**config.mk**
```make
export PLATFORM = sky130hd
export DESIGN_NAME = frontend_top
export DESIGN_NICKNAME = d
export VERILOG_FILES = /design/src/hdl/frontend_pkg.sv /design/src/hdl/frontend_top.sv /design/src/hdl/fetch_unit.sv /design/src/hdl/ftq.sv /design/src/hdl/next_block_gen.sv
export SDC_FILE = /design/constraint.sdc
export NUM_CORES = 1
export LEC_CHECK = 0
export BUFFER_PORTS_ARGS = -buffer_cell sky130_fd_sc_hd__buf_2
export CORE_MARGIN = 3
export CORE_UTILIZATION = 30
export CTS_BUF_LIST = sky130_fd_sc_hd__clkbuf_2
export DETAILED_ROUTE_END_ITERATION = 12
export PLACE_DENSITY = 0.53
export SYNTH_ARGS = -nofsm -noshare
export SYNTH_HDL_FRONTEND = slang
export SYNTH_SLANG_ARGS = --single-unit
```
**constraint.sdc**
```tcl
create_clock -name clk -period 5 [get_ports clk]
set_input_delay 0.25 -clock clk [delete_from_list [all_inputs] [get_ports clk]]
set_output_delay 0.25 -clock clk [all_outputs]
set_load 0.05 [all_outputs]
```
**src/hdl/frontend_pkg.sv**
```systemverilog
package frontend_pkg;

    // Address width
    localparam int PC_W = 32;

    // Fetch target queue geometry
    localparam int FTQ_SIZE = 8;
    localparam int FTQ_ID_W = $clog2(FTQ_SIZE);

    // Fetch block size in instructions
    localparam int FETCH_WIDTH = 4;

    // Block length ranges 1 to FETCH_WIDTH, so one extra bit
    localparam int LEN_W = $clog2(FETCH_WIDTH) + 1;

    // A block never crosses this aligned window
    localparam int FETCH_WINDOW_BYTES = 32;
    localparam int WIN_WORDS          = FETCH_WINDOW_BYTES / 4;

    // Word index inside one window
    localparam int WIN_WORD_W = $clog2(WIN_WORDS);

    // Cache line used for the cross-line flag
    localparam int CACHELINE_BYTES = 16;
    localparam int LINE_OFS_W      = $clog2(CACHELINE_BYTES);

    // Backend retire lanes
    localparam int COMMIT_WIDTH = 2;
    localparam int COMMIT_CNT_W = $clog2(COMMIT_WIDTH) + 1;

    // Instruction buffer between fetch and decode
    localparam int IBUF_DEPTH = 8;
    localparam int IBUF_PTR_W = $clog2(IBUF_DEPTH);
    localparam int IBUF_CNT_W = $clog2(IBUF_DEPTH) + 1;

    // First fetch address after reset
    localparam logic [PC_W-1:0] RESET_PC = 32'h0000_1000;

    // Fetch unit states
    //   IB_IDLE    no block being expanded
    //   IB_EXPAND  writing one PC of the current block per cycle
    //   IB_FLUSHED dead cycle after a backend flush
    typedef enum logic [1:0] {
        IB_IDLE,
        IB_EXPAND,
        IB_FLUSHED
    } ibuf_state_e;

endpackage
```
**src/hdl/frontend_top.sv**
```systemverilog
`timescale 1ns/100ps

module frontend_top (
    input  logic                                  clk,
    input  logic                                  rst,

    // Backend redirect and retire
    input  logic                                  flush_i,
    input  logic [frontend_pkg::FTQ_ID_W-1:0]     flush_ftq_id_i,
    input  logic [frontend_pkg::PC_W-1:0]         redirect_pc_i,
    input  logic [frontend_pkg::COMMIT_WIDTH-1:0] commit_i,

    // Decode side
    input  logic                                  inst_ready_i,
    output logic                                  inst_valid_o,
    output logic [frontend_pkg::PC_W-1:0]         inst_pc_o,
    output logic [frontend_pkg::FTQ_ID_W-1:0]     inst_ftq_id_o,
    output logic                                  inst_cross_line_o
);

    import frontend_pkg::*;

    // Generator to FTQ
    logic             bpu_valid;
    logic [PC_W-1:0]  bpu_start_pc;
    logic [LEN_W-1:0] bpu_length;
    logic             bpu_cross_line;
    logic             ftq_full;

    // FTQ to fetch unit
    logic                ifu_valid;
    logic [PC_W-1:0]     ifu_start_pc;
    logic [LEN_W-1:0]    ifu_length;
    logic                ifu_cross_line;
    logic [FTQ_ID_W-1:0] ifu_ftq_id;
    logic                ifu_accept;

    next_block_gen u_gen (
        .clk              (clk),
        .rst              (rst),
        .ftq_full_i       (ftq_full),
        .flush_i          (flush_i),
        .redirect_pc_i    (redirect_pc_i),
        .bpu_valid_o      (bpu_valid),
        .bpu_start_pc_o   (bpu_start_pc),
        .bpu_length_o     (bpu_length),
        .bpu_cross_line_o (bpu_cross_line)
    );

    ftq u_ftq (
        .clk              (clk),
        .rst              (rst),
        .flush_i          (flush_i),
        .flush_ftq_id_i   (flush_ftq_id_i),
        .bpu_valid_i      (bpu_valid),
        .bpu_start_pc_i   (bpu_start_pc),
        .bpu_length_i     (bpu_length),
        .bpu_cross_line_i (bpu_cross_line),
        .ftq_full_o       (ftq_full),
        .commit_i         (commit_i),
        .ifu_valid_o      (ifu_valid),
        .ifu_start_pc_o   (ifu_start_pc),
        .ifu_length_o     (ifu_length),
        .ifu_cross_line_o (ifu_cross_line),
        .ifu_ftq_id_o     (ifu_ftq_id),
        .ifu_accept_i     (ifu_accept)
    );

    fetch_unit u_ifu (
        .clk               (clk),
        .rst               (rst),
        .flush_i           (flush_i),
        .ifu_valid_i       (ifu_valid),
        .ifu_start_pc_i    (ifu_start_pc),
        .ifu_length_i      (ifu_length),
        .ifu_cross_line_i  (ifu_cross_line),
        .ifu_ftq_id_i      (ifu_ftq_id),
        .ifu_accept_o      (ifu_accept),
        .inst_ready_i      (inst_ready_i),
        .inst_valid_o      (inst_valid_o),
        .inst_pc_o         (inst_pc_o),
        .inst_ftq_id_o     (inst_ftq_id_o),
        .inst_cross_line_o (inst_cross_line_o)
    );

endmodule

```
**src/hdl/fetch_unit.sv**
```systemverilog
`timescale 1ns/100ps

module fetch_unit (
    input  logic                              clk,
    input  logic                              rst,
    input  logic                              flush_i,

    // From FTQ
    input  logic                              ifu_valid_i,
    input  logic [frontend_pkg::PC_W-1:0]     ifu_start_pc_i,
    input  logic [frontend_pkg::LEN_W-1:0]    ifu_length_i,
    input  logic                              ifu_cross_line_i,
    input  logic [frontend_pkg::FTQ_ID_W-1:0] ifu_ftq_id_i,
    output logic                              ifu_accept_o,

    // To decode
    input  logic                              inst_ready_i,
    output logic                              inst_valid_o,
    output logic [frontend_pkg::PC_W-1:0]     inst_pc_o,
    output logic [frontend_pkg::FTQ_ID_W-1:0] inst_ftq_id_o,
    output logic                              inst_cross_line_o
);

    import frontend_pkg::*;

    ibuf_state_e state_q, state_d;

    // Block being expanded
    logic [PC_W-1:0]     blk_pc_q;
    logic [FTQ_ID_W-1:0] blk_id_q;
    logic                blk_cross_q;
    logic [LEN_W-1:0]    rem_q;

    // Instruction buffer ring
    logic [PC_W-1:0]     pc_mem    [IBUF_DEPTH];
    logic [FTQ_ID_W-1:0] id_mem    [IBUF_DEPTH];
    logic                cross_mem [IBUF_DEPTH];

    logic [IBUF_PTR_W-1:0] wr_ptr_q;
    logic [IBUF_PTR_W-1:0] rd_ptr_q;
    logic [IBUF_CNT_W-1:0] cnt_q;
    logic [IBUF_CNT_W-1:0] free_slots;
    logic                  wr_en;
    logic                  pop;
    logic                  can_take;

    assign wr_en        = (state_q == IB_EXPAND);
    assign inst_valid_o = (cnt_q != '0);
    assign pop          = inst_valid_o && inst_ready_i;

    // Slots not yet promised to a block, plus the one decode frees now
    assign free_slots = IBUF_CNT_W'(IBUF_DEPTH) - cnt_q - IBUF_CNT_W'(rem_q)
                        + IBUF_CNT_W'(pop);

    // New block only when idle or on the last PC of the current one
    assign can_take     = (state_q == IB_IDLE) || (wr_en && (rem_q == LEN_W'(1)));
    assign ifu_accept_o = ifu_valid_i && !flush_i && can_take
                          && (free_slots >= IBUF_CNT_W'(ifu_length_i));

    always_comb begin
        state_d = state_q;
        if (flush_i) begin
            state_d = IB_FLUSHED;
        end else begin
            case (state_q)
                IB_IDLE:    if (ifu_accept_o) state_d = IB_EXPAND;
                IB_EXPAND:  if ((rem_q == LEN_W'(1)) && !ifu_accept_o) state_d = IB_IDLE;
                IB_FLUSHED: state_d = IB_IDLE;
                default:    state_d = IB_IDLE;
            endcase
        end
    end

    always_ff @(posedge clk) begin
        if (rst) begin
            state_q  <= IB_IDLE;
            rem_q    <= '0;
            wr_ptr_q <= '0;
            rd_ptr_q <= '0;
            cnt_q    <= '0;
        end else begin
            state_q <= state_d;
            if (flush_i) begin
                rem_q    <= '0;
                wr_ptr_q <= '0;
                rd_ptr_q <= '0;
                cnt_q    <= '0;
            end else begin
                if (ifu_accept_o) begin
                    rem_q <= ifu_length_i;
                end else if (wr_en) begin
                    rem_q <= rem_q - LEN_W'(1);
                end
                if (wr_en) wr_ptr_q <= wr_ptr_q + IBUF_PTR_W'(1);
                if (pop) rd_ptr_q <= rd_ptr_q + IBUF_PTR_W'(1);
                cnt_q <= cnt_q + IBUF_CNT_W'(wr_en) - IBUF_CNT_W'(pop);
            end
        end
    end

    // Block payload and buffer contents
    always_ff @(posedge clk) begin
        if (ifu_accept_o) begin
            blk_pc_q    <= ifu_start_pc_i;
            blk_id_q    <= ifu_ftq_id_i;
            blk_cross_q <= ifu_cross_line_i;
        end else if (wr_en) begin
            blk_pc_q <= blk_pc_q + PC_W'(4);
        end
        if (wr_en) begin
            pc_mem[wr_ptr_q]    <= blk_pc_q;
            id_mem[wr_ptr_q]    <= blk_id_q;
            cross_mem[wr_ptr_q] <= blk_cross_q;
        end
    end

    assign inst_pc_o         = pc_mem[rd_ptr_q];
    assign inst_ftq_id_o     = id_mem[rd_ptr_q];
    assign inst_cross_line_o = cross_mem[rd_ptr_q];

    // Stored plus reserved PCs fit the buffer
    a_ibuf_bound: assert property (
        @(posedge clk) disable iff (rst)
        (cnt_q + IBUF_CNT_W'(rem_q)) <= IBUF_CNT_W'(IBUF_DEPTH)
    ) else $error("fetch_unit: instruction buffer overcommitted");

endmodule

```
**src/hdl/ftq.sv**
```systemverilog
`timescale 1ns/100ps

module ftq (
    input  logic                                  clk,
    input  logic                                  rst,

    // Backend flush
    input  logic                                  flush_i,
    input  logic [frontend_pkg::FTQ_ID_W-1:0]     flush_ftq_id_i,

    // From block generator
    input  logic                                  bpu_valid_i,
    input  logic [frontend_pkg::PC_W-1:0]         bpu_start_pc_i,
    input  logic [frontend_pkg::LEN_W-1:0]        bpu_length_i,
    input  logic                                  bpu_cross_line_i,
    output logic                                  ftq_full_o,

    // Backend retire mask
    input  logic [frontend_pkg::COMMIT_WIDTH-1:0] commit_i,

    // To fetch unit with same-cycle accept
    output logic                                  ifu_valid_o,
    output logic [frontend_pkg::PC_W-1:0]         ifu_start_pc_o,
    output logic [frontend_pkg::LEN_W-1:0]        ifu_length_o,
    output logic                                  ifu_cross_line_o,
    output logic [frontend_pkg::FTQ_ID_W-1:0]     ifu_ftq_id_o,
    input  logic                                  ifu_accept_i
);

    import frontend_pkg::*;

    // Entry storage
    logic [FTQ_SIZE-1:0] valid_q;
    logic [PC_W-1:0]     start_pc_q [FTQ_SIZE];
    logic [LEN_W-1:0]    length_q   [FTQ_SIZE];
    logic                cross_q    [FTQ_SIZE];

    logic [FTQ_ID_W-1:0]     gen_ptr_q;
    logic [FTQ_ID_W-1:0]     ifu_ptr_q;
    logic [FTQ_ID_W-1:0]     comm_ptr_q;
    logic [FTQ_ID_W-1:0]     gen_ptr_inc;
    logic [FTQ_ID_W-1:0]     restart_ptr;
    logic [COMMIT_CNT_W-1:0] commit_num;
    logic [FTQ_SIZE-1:0]     clr_mask;
    logic [FTQ_SIZE-1:0]     set_mask;

    // Number of oldest blocks retired this cycle
    always_comb begin
        commit_num = '0;
        for (int i = 0; i < COMMIT_WIDTH; i++) begin
            commit_num = commit_num + COMMIT_CNT_W'(commit_i[i]);
        end
    end

    // Retired entries starting at the commit pointer
    always_comb begin
        clr_mask = '0;
        for (int i = 0; i < COMMIT_WIDTH; i++) begin
            if (i < commit_num) begin
                clr_mask[comm_ptr_q + FTQ_ID_W'(i)] = 1'b1;
            end
        end
    end

    always_comb begin
        set_mask = '0;
        if (bpu_valid_i) begin
            set_mask[gen_ptr_q] = 1'b1;
        end
    end

    assign restart_ptr = flush_ftq_id_i + FTQ_ID_W'(1);

    always_ff @(posedge clk) begin
        if (rst) begin
            valid_q    <= '0;
            gen_ptr_q  <= '0;
            ifu_ptr_q  <= '0;
            comm_ptr_q <= '0;
        end else begin
            // Commit keeps draining older blocks even across a flush
            comm_ptr_q <= comm_ptr_q + FTQ_ID_W'(commit_num);
            if (flush_i) begin
                valid_q   <= '0;
                gen_ptr_q <= restart_ptr;
                ifu_ptr_q <= restart_ptr;
            end else begin
                valid_q <= (valid_q & ~clr_mask) | set_mask;
                if (bpu_valid_i) begin
                    gen_ptr_q <= gen_ptr_q + FTQ_ID_W'(1);
                end
                if (ifu_accept_i) begin
                    ifu_ptr_q <= ifu_ptr_q + FTQ_ID_W'(1);
                end
            end
        end
    end

    always_ff @(posedge clk) begin
        if (bpu_valid_i) begin
            start_pc_q[gen_ptr_q] <= bpu_start_pc_i;
            length_q[gen_ptr_q]   <= bpu_length_i;
            cross_q[gen_ptr_q]    <= bpu_cross_line_i;
        end
    end

    // Entry at the IFU pointer
    assign ifu_valid_o      = valid_q[ifu_ptr_q];
    assign ifu_start_pc_o   = start_pc_q[ifu_ptr_q];
    assign ifu_length_o     = length_q[ifu_ptr_q];
    assign ifu_cross_line_o = cross_q[ifu_ptr_q];
    assign ifu_ftq_id_o     = ifu_ptr_q;

    // One slot stays empty so full and empty differ
    assign gen_ptr_inc = gen_ptr_q + FTQ_ID_W'(1);
    assign ftq_full_o  = (gen_ptr_inc == comm_ptr_q);

    // Generator must honour full
    a_no_write_full: assert property (
        @(posedge clk) disable iff (rst)
        bpu_valid_i |-> !ftq_full_o
    ) else $error("ftq: block written while queue full");

    // Fetch unit only takes a block that is offered
    a_accept_valid: assert property (
        @(posedge clk) disable iff (rst)
        ifu_accept_i |-> ifu_valid_o
    ) else $error("ftq: accept without valid entry");

endmodule

```
**src/hdl/next_block_gen.sv**
```systemverilog
`timescale 1ns/100ps

module next_block_gen (
    input  logic                           clk,
    input  logic                           rst,

    // From FTQ
    input  logic                           ftq_full_i,

    // Backend redirect
    input  logic                           flush_i,
    input  logic [frontend_pkg::PC_W-1:0]  redirect_pc_i,

    // To FTQ
    output logic                           bpu_valid_o,
    output logic [frontend_pkg::PC_W-1:0]  bpu_start_pc_o,
    output logic [frontend_pkg::LEN_W-1:0] bpu_length_o,
    output logic                           bpu_cross_line_o
);

    import frontend_pkg::*;

    logic [PC_W-1:0]       pc_q;
    logic                  active_q;
    logic [WIN_WORD_W-1:0] word_ofs;
    logic [WIN_WORD_W:0]   words_left;
    logic [LEN_W-1:0]      blk_len;
    logic [LEN_W-1:0]      len_m1;
    logic [PC_W-1:0]       last_pc;
    logic [PC_W-1:0]       next_pc;

    // Position of the start PC inside its fetch window
    assign word_ofs   = pc_q[WIN_WORD_W+1:2];
    assign words_left = (WIN_WORD_W + 1)'(WIN_WORDS) - {1'b0, word_ofs};

    // Stop at the window end and at FETCH_WIDTH
    always_comb begin
        if (words_left > (WIN_WORD_W + 1)'(FETCH_WIDTH)) begin
            blk_len = LEN_W'(FETCH_WIDTH);
        end else begin
            blk_len = words_left[LEN_W-1:0];
        end
    end

    assign len_m1  = blk_len - LEN_W'(1);
    assign last_pc = pc_q + PC_W'({len_m1, 2'b00});
    assign next_pc = pc_q + PC_W'({blk_len, 2'b00});

    // Idle for one cycle after reset or flush, then one block per free cycle
    assign bpu_valid_o      = active_q && !ftq_full_i && !flush_i;
    assign bpu_start_pc_o   = pc_q;
    assign bpu_length_o     = blk_len;
    assign bpu_cross_line_o = (pc_q[PC_W-1:LINE_OFS_W] != last_pc[PC_W-1:LINE_OFS_W]);

    always_ff @(posedge clk) begin
        if (rst) begin
            active_q <= 1'b0;
            pc_q     <= RESET_PC;
        end else if (flush_i) begin
            active_q <= 1'b0;
            pc_q     <= redirect_pc_i;
        end else begin
            active_q <= 1'b1;
            if (bpu_valid_o) begin
                pc_q <= next_pc;
            end
        end
    end

    // Every block the FTQ stores holds between one and FETCH_WIDTH instructions
    a_block_len: assert property (
        @(posedge clk) disable iff (rst)
        bpu_valid_o |-> (bpu_length_o != '0) && (bpu_length_o <= LEN_W'(FETCH_WIDTH))
    ) else $error("next_block_gen: illegal block length %0d", bpu_length_o);

endmodule

```
==> summary.md, run 1 <==
| Metric | Value |
|---|---|
| Fraction of met1 tracks used by global routing | `17.0%` |
| Vias after detailed routing | `15100` |
| Cell area power density | `346 mW/mm^2` |
| Antenna violations before repair | `1` |
| Vias in the first global route | `16300` |
| Die Span Y | `311 um` |
| Outcome | `complete, no violations` |
| Worst setup path startpoint | `u_ifu.cnt_q[2]` |
| Post-Synthesis Net Count | `1579` |
| Maximum VDD drop | `162 uV` |
| Area of the die | `0.0965 mm^2` |
| Total grt overflow | `0` |
| Wire length of the first global-routing pass | `95.9 mm` |
| Reg-to-reg startpoint | `u_ifu.cnt_q[2]` |
| Ratio of cells with drive above 1 in the final layout | `30.6%` |
| Class of the most critical hold timing path | `in2reg` |
| Final period demand of the worst path | `4160 ps` |
| Number of synthesized flops with an enable pin | `612` |
| Level count of the clock H-tree | `4` |
| Area of the mapped netlist | `0.0279 mm^2` |
| Final-layout fill cell count | `8775` |
| Upper clock frequency limit | `240 MHz` |
| Class of the most critical setup path | `reg2reg` |
| Final RePlAce weighted congestion | `0.720` |
| Leakage power figure | `0.0109 uW` |
| Portion of the clock cycle consumed by the worst path in the final layout | `83.3%` |
| Proportion of synthesized chip area in sequential cells | `71.1%` |
| Post-Syn Area per Cell | `18.5 um^2` |
| DRC viols | `0` |
| Slew @ Worst Pin | `1100 ps` |
| Growth of design area from synthesis to finish | `18.2%` |
| Total number of nets in the final design | `1936` |
| Grt met3 use | `2.59%` |
| Number of maximum-capacitance constraint violations | `0` |
| Synthesized instance count | `1507` |
| Element type at the critical path start | `flip-flop` |
| Setup tns final | `0 ps` |
| Clock Tree Root | `sky130_fd_sc_hd__clkbuf_2` |
| Post-detailed-route count of antenna-violating nets | `0` |
| Post-Place Cells | `2792` |
| Critical Path End Type | `flip-flop` |
| Placed standard-cell area | `0.0298 mm^2` |
| Relative slew margins | `25.8%` |
| Floorplan die width | `311 um` |
| Post-detail-place hpwl | `37.4 mm` |
| Final critical-path setup slack | `836 ps` |
| Maximum buffer depth of the clock tree | `3` |
| Clock latency at the later pin of the worst-skew pair | `1300 ps` |
| TritonCTS clock tree | `done` |
| Post-Route WL | `62.7 mm` |
| Setup repair after global routing missed its margin | `no` |
| HP Start | `flush_ftq_id_i[1]` |
| Tightest hold margin | `236 ps` |
| Count of standard-cell rows | `111` |
| Synth Flop Type | `sky130_fd_sc_hd__edfxtp_1` |
| Final Non-Filler Cells | `3242` |
| Number of DRC markers in iteration 0 | `856` |
| Worst EP required | `5980 ps` |
| Inserted Clock Buffers | `175` |
| Initial core utilization | `30.3%` |
| Leading cell type in the layout, fill and taps excluded | `sky130_fd_sc_hd__edfxtp_1` |
| Number of warning messages in the yosys log | `0` |
| Number of hold-slack violations in the final timing report | `0` |
| Total iterations of the first detailed-routing run | `5` |
| Leading cell types in the layout, fill and taps excluded | `612 x sky130_fd_sc_hd__edfxtp_1, 249 x sky130_fd_sc_hd__clkbuf_2, 146 x sky130_fd_sc_hd__mux4_2, 138 x sky130_fd_sc_hd__dlygate4sd3_1, 77 x sky130_fd_sc_hd__buf_2` |
| Total Routing Usage GR | `13.0%` |
| Proportion of register bits with asynchronous set or reset after synthesis | `0%` |
| Endpoint arrival time on the critical path | `5140 ps` |
| Final setup vio count | `0` |
| Max Slew Vio Count | `0` |
| Final non-filler cell area | `0.0329 mm^2` |
| Number of placed I/O pins | `78` |
| Library cells used by synthesis | `70` |
| Largest net degree at the start of global routing | `56` |
| Per-cell routed wire length | `19.4 um` |
| Grt met2 use | `21.2%` |
| Count of buffers inserted at the top-level ports | `77` |
| Worst setup slack before clock tree synthesis | `848 ps` |
| Synthesis-stage register bit count | `683` |
| CP Max Fanout | `21` |
| Worst-case clock skew | `65.5 ps` |
| Clock sinks | `683` |
| Routed via count divided by cell count | `4.66` |
| Floorplan Core Area | `0.0918 mm^2` |
| Most crowded layer after global routing | `met2` |
| Clock-pin slew of the registers on the worst-case setup and hold paths | `90 ps` |
-- registers in the layout, summed over array words and instances, names as in the netlist, 2 cells and up, named ones only --
name,flops
u_ifu.cnt_q,4
u_ifu.cross_mem,8
u_ftq.comm_ptr_q,3
u_ifu.blk_id_q,3
u_ifu.blk_pc_q,32
u_ifu.id_mem,24
u_ifu.state_q,2
u_ftq.gen_ptr_q,3
u_gen.bpu_start_pc_o,32
u_ftq.cross_q,8
u_ftq.valid_q,8
u_ftq.length_q,24
u_ftq.start_pc_q,256
u_ifu.rd_ptr_q,3
u_ftq.ifu_ftq_id_o,3
u_ifu.rem_q,3
u_ifu.pc_mem,256
u_ifu.wr_ptr_q,3
-- what timing repair did --
action,4_1_cts,5_1_grt
buffers inserted,0,0
hold endpoints to repair,71,0
resized for setup,0,0
hold buffers,138,0
-- worst paths after layout --
path,endpoint,slack [ps],cells past startpoint
worst max-delay path,u_ifu.blk_pc_q[13],840,12
worst min-delay path,u_ftq.gen_ptr_q[1],240,5
worst max register to register,u_ifu.blk_pc_q[13],840,12
worst min register to register,u_ifu.state_q[0],460,1
-- metal layers --
layer	vias to the layer above	share of wire, %
met5	-	0
met4	0	2.4
li1	6877	-
met1	7734	45
met3	117	4.5
met2	374	48
-- worst max-delay path, cell delays in order, from the launching register on --
cell                      delay [ps]
sky130_fd_sc_hd__dfxtp_1         310
sky130_fd_sc_hd__inv_1           100
sky130_fd_sc_hd__ha_1            150
sky130_fd_sc_hd__or3b_2          440
sky130_fd_sc_hd__and2_1          260
sky130_fd_sc_hd__fa_1            440
sky130_fd_sc_hd__ha_1            200
sky130_fd_sc_hd__fa_1            440
sky130_fd_sc_hd__ha_1            320
sky130_fd_sc_hd__a211o_1         350
sky130_fd_sc_hd__nand3_2         320
sky130_fd_sc_hd__buf_4           400
sky130_fd_sc_hd__mux2i_1         120
-- through the flow --
step                utilization [%]  power, uW
floorplan                         -       7230
global placement               32.5       7500
global route                   35.9      12000
CTS                            35.9      11600
finish                         35.9      11400
detailed placement             32.5       7510
-- cells in the mapped netlist, drive strengths merged, types with 3 or more instances --
library cell / number / share of area (%)
a2111oi: 9 / 0.40
a211oi: 18 / 0.52
a21boi: 4 / 0.11
a21o: 5 / 0.13
a21oi: 25 / 0.46
a22oi: 3 / 0.081
a2bb2oi: 3 / 0.094
a311oi: 4 / 0.13
a31oi: 5 / 0.11
and2: 7 / 0.16
and3: 7 / 0.16
and4: 5 / 0.16
buf: 37 / 0.74
clkbuf: 34 / 0.46
dfxtp: 71 / 5.1
edfxtp: 612 / 66
fa: 4 / 0.29
ha: 27 / 1.2
inv: 37 / 0.50
mux2: 43 / 1.7
mux2i: 70 / 2.5
mux4: 146 / 12
nand2: 57 / 0.77
nand2b: 9 / 0.20
nand3: 31 / 0.58
nand4: 16 / 0.38
nor2: 63 / 0.85
nor2b: 6 / 0.13
nor3: 20 / 0.36
nor4: 11 / 0.27
o211ai: 6 / 0.16
o21a: 3 / 0.081
o21ai: 17 / 0.31
or3: 3 / 0.067
xnor2: 36 / 1.2
xor2: 29 / 0.94
-- area by class of cell --
| type | instances | area, um^2 | area share (%) |
|---|---|---|---|
| Sequential cell | 683 | 19800 | 60.2 |
| Antenna cell | 3 | 7.51 | 0.0228 |
| Multi-Input combinational cell | 714 | 7670 | 23.3 |
| Clock buffer | 249 | 1250 | 3.79 |
| Clock inverter | 60 | 447 | 1.36 |
| Tap cell | 1243 | 1560 | 4.72 |
| Timing Repair Buffer | 251 | 2040 | 6.19 |
| Inverter | 39 | 146 | 0.445 |
-- report_power, final --
group          switching [uW]  internal (uW)
Combinational             558            507
Clock                    2230           1710
Sequential                144           6250
-- cells by family (layout without fill, tap and decap cells) --
logic type,Yosys count,in the layout,synth area share (%)
AO/OA/AOI/OAI,114,114,3.07
XOR/XNOR,67,67,2.27
adder cells (fa/ha/maj),31,31,1.50
buffers and inverters,110,599,1.73
flip-flops,683,683,71.1
multiplexers,259,259,16.1
other,0,3,0
AND/OR/NAND/NOR,243,243,4.29
No activity file was read; power rests on OpenSTA's default activity.
==> run 2: changes to the inputs <==
--- a/config.mk
+++ b/config.mk
@@ -5,6 +5,7 @@
 export SDC_FILE = /design/constraint.sdc
 export NUM_CORES = 1
 export LEC_CHECK = 0
+export ABC_AREA = 1
 export BUFFER_PORTS_ARGS = -buffer_cell sky130_fd_sc_hd__buf_2
 export CORE_MARGIN = 3
 export CORE_UTILIZATION = 30
==> constraint.sdc (replaced) <==
create_clock -name clk -period 4 [get_ports clk]
set_input_delay 0.2 -clock clk [delete_from_list [all_inputs] [get_ports clk]]
set_output_delay 0.2 -clock clk [all_outputs]
set_load 0.05 [all_outputs]
==> run 2 against run 1 <==
Net effect: sequential power increased by 25%; cell count grew 28%; critical path depth fell by 6; sequential share of layout area decreased by 1.1 points; global-route usage up 2.0 points; power up 30%; highest routed layer unchanged; final area is 1.9% higher; combinational power grew 74%; synthesized cell count grew 65%; non-clock buffer count is 9 higher.
==> summary.md, run 2 <==
| Metric | Value |
|---|---|
| Total Routing Usage GR | `15.0% (was 13.0%)` |
| Slowest CP cell | `sky130_fd_sc_hd__buf_4 (was sky130_fd_sc_hd__or3b_2)` |
| Slew @ Worst Pin | `1080 ps (was 1100 ps)` |
| Number of hold-slack violations in the final timing report | `0 (unchanged)` |
| Number of placed I/O pins | `78 (unchanged)` |
| Critical Path End Type | `output pin (was flip-flop)` |
| Ratio of cells with drive above 1 in the final layout | `14.7% (was 30.6%)` |
| Post-Syn Area per Cell | `11.5 um^2 (was 18.5 um^2)` |
| Per-cell routed wire length | `17.9 um (was 19.4 um)` |
| Total iterations of the first detailed-routing run | `5 (unchanged)` |
| Floorplan Core Area | `0.0939 mm^2 (was 0.0918 mm^2)` |
| Portion of the clock cycle consumed by the worst path in the final layout | `91.8%` |
| Vias after detailed routing | `19900 (was 15100)` |
| Inserted Clock Buffers | `169 (was 175)` |
| Final RePlAce weighted congestion | `0.794 (was 0.720)` |
| Clock Tree Root | `sky130_fd_sc_hd__clkbuf_2 (unchanged)` |
| Clock sinks | `683 (unchanged)` |
| Post-Route Utilization | `35.7% (was 35.9%)` |
| Number of warning messages in the yosys log | `0 (unchanged)` |
| DRC viols | `0 (unchanged)` |
| Proportion of register bits with asynchronous set or reset after synthesis | `0% (unchanged)` |
| Count of buffers inserted at the top-level ports | `77 (unchanged)` |
| Initial core utilization | `30.5% (was 30.3%)` |
| Post-Synthesis Net Count | `2563 (was 1579)` |
| Clock latency at the later pin of the worst-skew pair | `1360 ps (was 1300 ps)` |
| Max Slew Vio Count | `0 (unchanged)` |
| Largest net degree at the start of global routing | `98 (was 56)` |
| Synth Flop Type | `sky130_fd_sc_hd__edfxtp_1 (unchanged)` |
| Registers with the most flip-flops | `u_ftq.start_pc_q (256), u_ifu.pc_mem (256) (unchanged)` |
| Final period demand of the worst path | `3670 ps` |
| Stage delay of the slowest cell on the critical path | `550 ps (was 440 ps)` |
| Level count of the clock H-tree | `4 (unchanged)` |
| Class of the most critical setup path | `reg2out (was reg2reg)` |
| Area of the die | `0.0991 mm^2 (was 0.0965 mm^2)` |
| Post-detail-place hpwl | `42.8 mm (was 37.4 mm)` |
| Synthesized instance count | `2491 (was 1507)` |
| Worst-case clock skew | `87.3 ps (was 65.5 ps)` |
| Count of standard-cell rows | `112 (was 111)` |
| Worst EP required | `3800 ps (was 5980 ps)` |
| Number of maximum-capacitance constraint violations | `0 (unchanged)` |
| Vias in the first global route | `19600 (was 16300)` |
| Leading cell type in the layout, fill and taps excluded | `sky130_fd_sc_hd__edfxtp_1 (unchanged)` |
| Cell type contributing the most total cell area after synthesis | `sky130_fd_sc_hd__edfxtp_1 (unchanged)` |
| Area share of the leading cell type in the synthesized netlist | `64.3% (was 66.0%)` |
| Wire length of the first global-routing pass | `114 mm (was 95.9 mm)` |
| Synthesis-stage register bit count | `683 (unchanged)` |
| Leading cell types in the layout, fill and taps excluded | `612 x sky130_fd_sc_hd__edfxtp_1, 454 x sky130_fd_sc_hd__nor2_1, 310 x sky130_fd_sc_hd__nand2_1, 291 x sky130_fd_sc_hd__o21ai_0, 245 x sky130_fd_sc_hd__clkbuf_2 (was 612 x sky130_fd_sc_hd__edfxtp_1, 249 x sky130_fd_sc_hd__clkbuf_2, 146 x sky130_fd_sc_hd__mux4_2, 138 x sky130_fd_sc_hd__dlygate4sd3_1, 77 x sky130_fd_sc_hd__buf_2)` |
| Antenna violations before repair | `4 (was 1)` |
| Number of synthesized flops with an enable pin | `612 (unchanged)` |
| HP Start | `flush_i (was flush_ftq_id_i[1])` |
| Clock-pin slew of the registers on the worst-case setup and hold paths | `100 ps (was 90 ps)` |
| Overall power after layout | `14800 uW (was 11400 uW)` |
| Class of the most critical hold timing path | `in2reg (unchanged)` |
| Relative slew margins | `27.8% (was 25.8%)` |
| Proportion of synthesized chip area in sequential cells | `69.2% (was 71.1%)` |
| Element type at the critical path start | `flip-flop (unchanged)` |
| Routed via count divided by cell count | `4.78 (was 4.66)` |
| Reg-to-reg startpoint | `u_ftq.gen_ptr_q[1] (was u_ifu.cnt_q[2])` |
| Critical-path cell list | `buf_4 -> o21ai_0 -> o22ai_1 -> nor2_1 -> a31oi_1 -> buf_2 (was inv_1 -> ha_1 -> or3b_2 -> and2_1 -> fa_1 -> ha_1 -> fa_1 -> ha_1 -> a211o_1 -> nand3_2 -> buf_4 -> mux2i_1)` |
| Upper clock frequency limit | `272 MHz` |
| Endpoint arrival time on the critical path | `3470 ps (was 5140 ps)` |
| Leading cell types by count after synthesis | `612 x sky130_fd_sc_hd__edfxtp_1, 462 x sky130_fd_sc_hd__nor2_1, 311 x sky130_fd_sc_hd__nand2_1 (was 612 x sky130_fd_sc_hd__edfxtp_1, 146 x sky130_fd_sc_hd__mux4_2, 71 x sky130_fd_sc_hd__dfxtp_1)` |
| Final setup vio count | `0 (unchanged)` |
| Maximum buffer depth of the clock tree | `3 (unchanged)` |
| Floorplan die width | `315 um (was 311 um)` |
| Maximum VDD drop | `248 uV (was 162 uV)` |
| Post-Route WL | `74.6 mm (was 62.7 mm)` |
| Total grt overflow | `0 (unchanged)` |
| CP Max Fanout | `61 (was 21)` |
| Total number of nets in the final design | `2866 (was 1936)` |
| Area of the mapped netlist | `0.0286 mm^2 (was 0.0279 mm^2)` |
| Most instantiated library cell after synthesis | `sky130_fd_sc_hd__edfxtp_1 (unchanged)` |
| Number of DRC markers in iteration 0 | `1530 (was 856)` |
| Die Span Y | `315 um (was 311 um)` |
| Post-detailed-route count of antenna-violating nets | `0 (unchanged)` |
| Leading cell types by total area after synthesis | `sky130_fd_sc_hd__edfxtp_1 64%, sky130_fd_sc_hd__nor2_1 6.1%, sky130_fd_sc_hd__o21ai_0 5.1% (was sky130_fd_sc_hd__edfxtp_1 66%, sky130_fd_sc_hd__mux4_2 12%, sky130_fd_sc_hd__dfxtp_1 5.1%)` |
| TritonCTS clock tree | `done (unchanged)` |
| Library cells used by synthesis | `52 (was 70)` |
| Growth of design area from synthesis to finish | `17.3% (was 18.2%)` |
| Leakage power figure | `0.0120 uW (was 0.0109 uW)` |
| # Post-CTS Setup Buffers | `0 (unchanged)` |
| Outcome | `complete, no violations (unchanged)` |
| Cell area power density | `442 mW/mm^2 (was 346 mW/mm^2)` |
run 2: cell types whose count changed after synthesis, moves of 54 or more:
| cell | change |
|---|---|
| sky130_fd_sc_hd__mux4_2 | -146 |
| sky130_fd_sc_hd__inv_1 | +82 |
| sky130_fd_sc_hd__mux2i_1 | -54 |
| sky130_fd_sc_hd__nand2_1 | +254 |
| sky130_fd_sc_hd__o21ai_0 | +276 |
| sky130_fd_sc_hd__o22ai_1 | +81 |
| sky130_fd_sc_hd__nor2_1 | +399 |
run 2: final cells by class:
type	count	area (um^2)
clock inverters	38	393
fillers	9437	60300
inverters	129	492
diodes	5	12.5
flip-flops and latches	683	19800
multi-input cells	1551	7820
well taps	1254	1570
clock buffers	245	1230
repair buffers	260	2220
run 2: per-layer routing:
layer | vias to the layer above | track usage (%) | part of all wire, %
li1 | 9581 | - | -
met1 | 9577 | 20.5 | 46
met2 | 616 | 23.5 | 46
met3 | 118 | 3.26 | 6.3
met4 | 0 | 5.63 | 2.0
met5 | - | 0 | 0
run 2: critical path, delay by kind of cell (launching register included):
| kind | cells | cell delay (ps) |
|---|---|---|
| and+or+nand+nor | 1 | 60 |
| buffers and inverters | 2 | 900 |
| AOI/OAI and AO/OA | 3 | 780 |
| DFF | 1 | 400 |
run 2: worst paths after layout:
check | end | slack, ps | cells after the start
hold reg to reg | u_ifu.rd_ptr_q[2] | 480 | 2
setup / recovery | inst_pc_o[2] | 330 | 6
setup reg to reg | u_gen.bpu_start_pc_o[22] | 360 | 12
hold / removal | u_gen.bpu_start_pc_o[30] | 190 | 6
run 2: timing repair:
| action | in CTS | in global routing |
|---|---|---|
| hold buffers | 140 | 0 |
| gates resized for setup | 3 | 3 |
| hold endpoints to repair | 73 | 0 |
| setup endpoints to repair | 9 | 4 |
run 2: metrics by stage:
step                setup TNS, ps  std cells  area [um^2]  worst slack, ps  hold slack [ps]
finish                          0       4165        33500              328              191
floorplan                       0       2491        28600              159              310
detailed placement              0       3737        30500              306              411
global placement                0       3737        30500              394              416
global route                -74.2       4165        33500            -43.2              117
CTS                             0       4160        33500             2.26             24.9
run 2: kinds of logic (layout without fill, tap and decap cells):
family / count (synthesis) / after routing / share of synthesized area [%]
AND/OR/NAND/NOR: 913 / 913 / 13.0
flip-flops: 683 / 683 / 69.2
AO/OA/AOI/OAI: 546 / 546 / 10.7
buffers and inverters: 257 / 672 / 3.61
XOR/XNOR: 45 / 45 / 1.38
adder cells (fa/ha/maj): 31 / 31 / 1.46
multiplexers: 16 / 16 / 0.560
other: 0 / 5 / 0
run 2: where the power goes:
part | leakage (uW) | switching, uW | total, uW | internal (uW)
Combinational | 0.00451 | 1260 | 1860 | 594
Sequential | 0.00627 | 178 | 8030 | 7850
Clock | 0.00120 | 2750 | 4950 | 2200
Total | 0.0120 | 4190 | 14800 | 10600
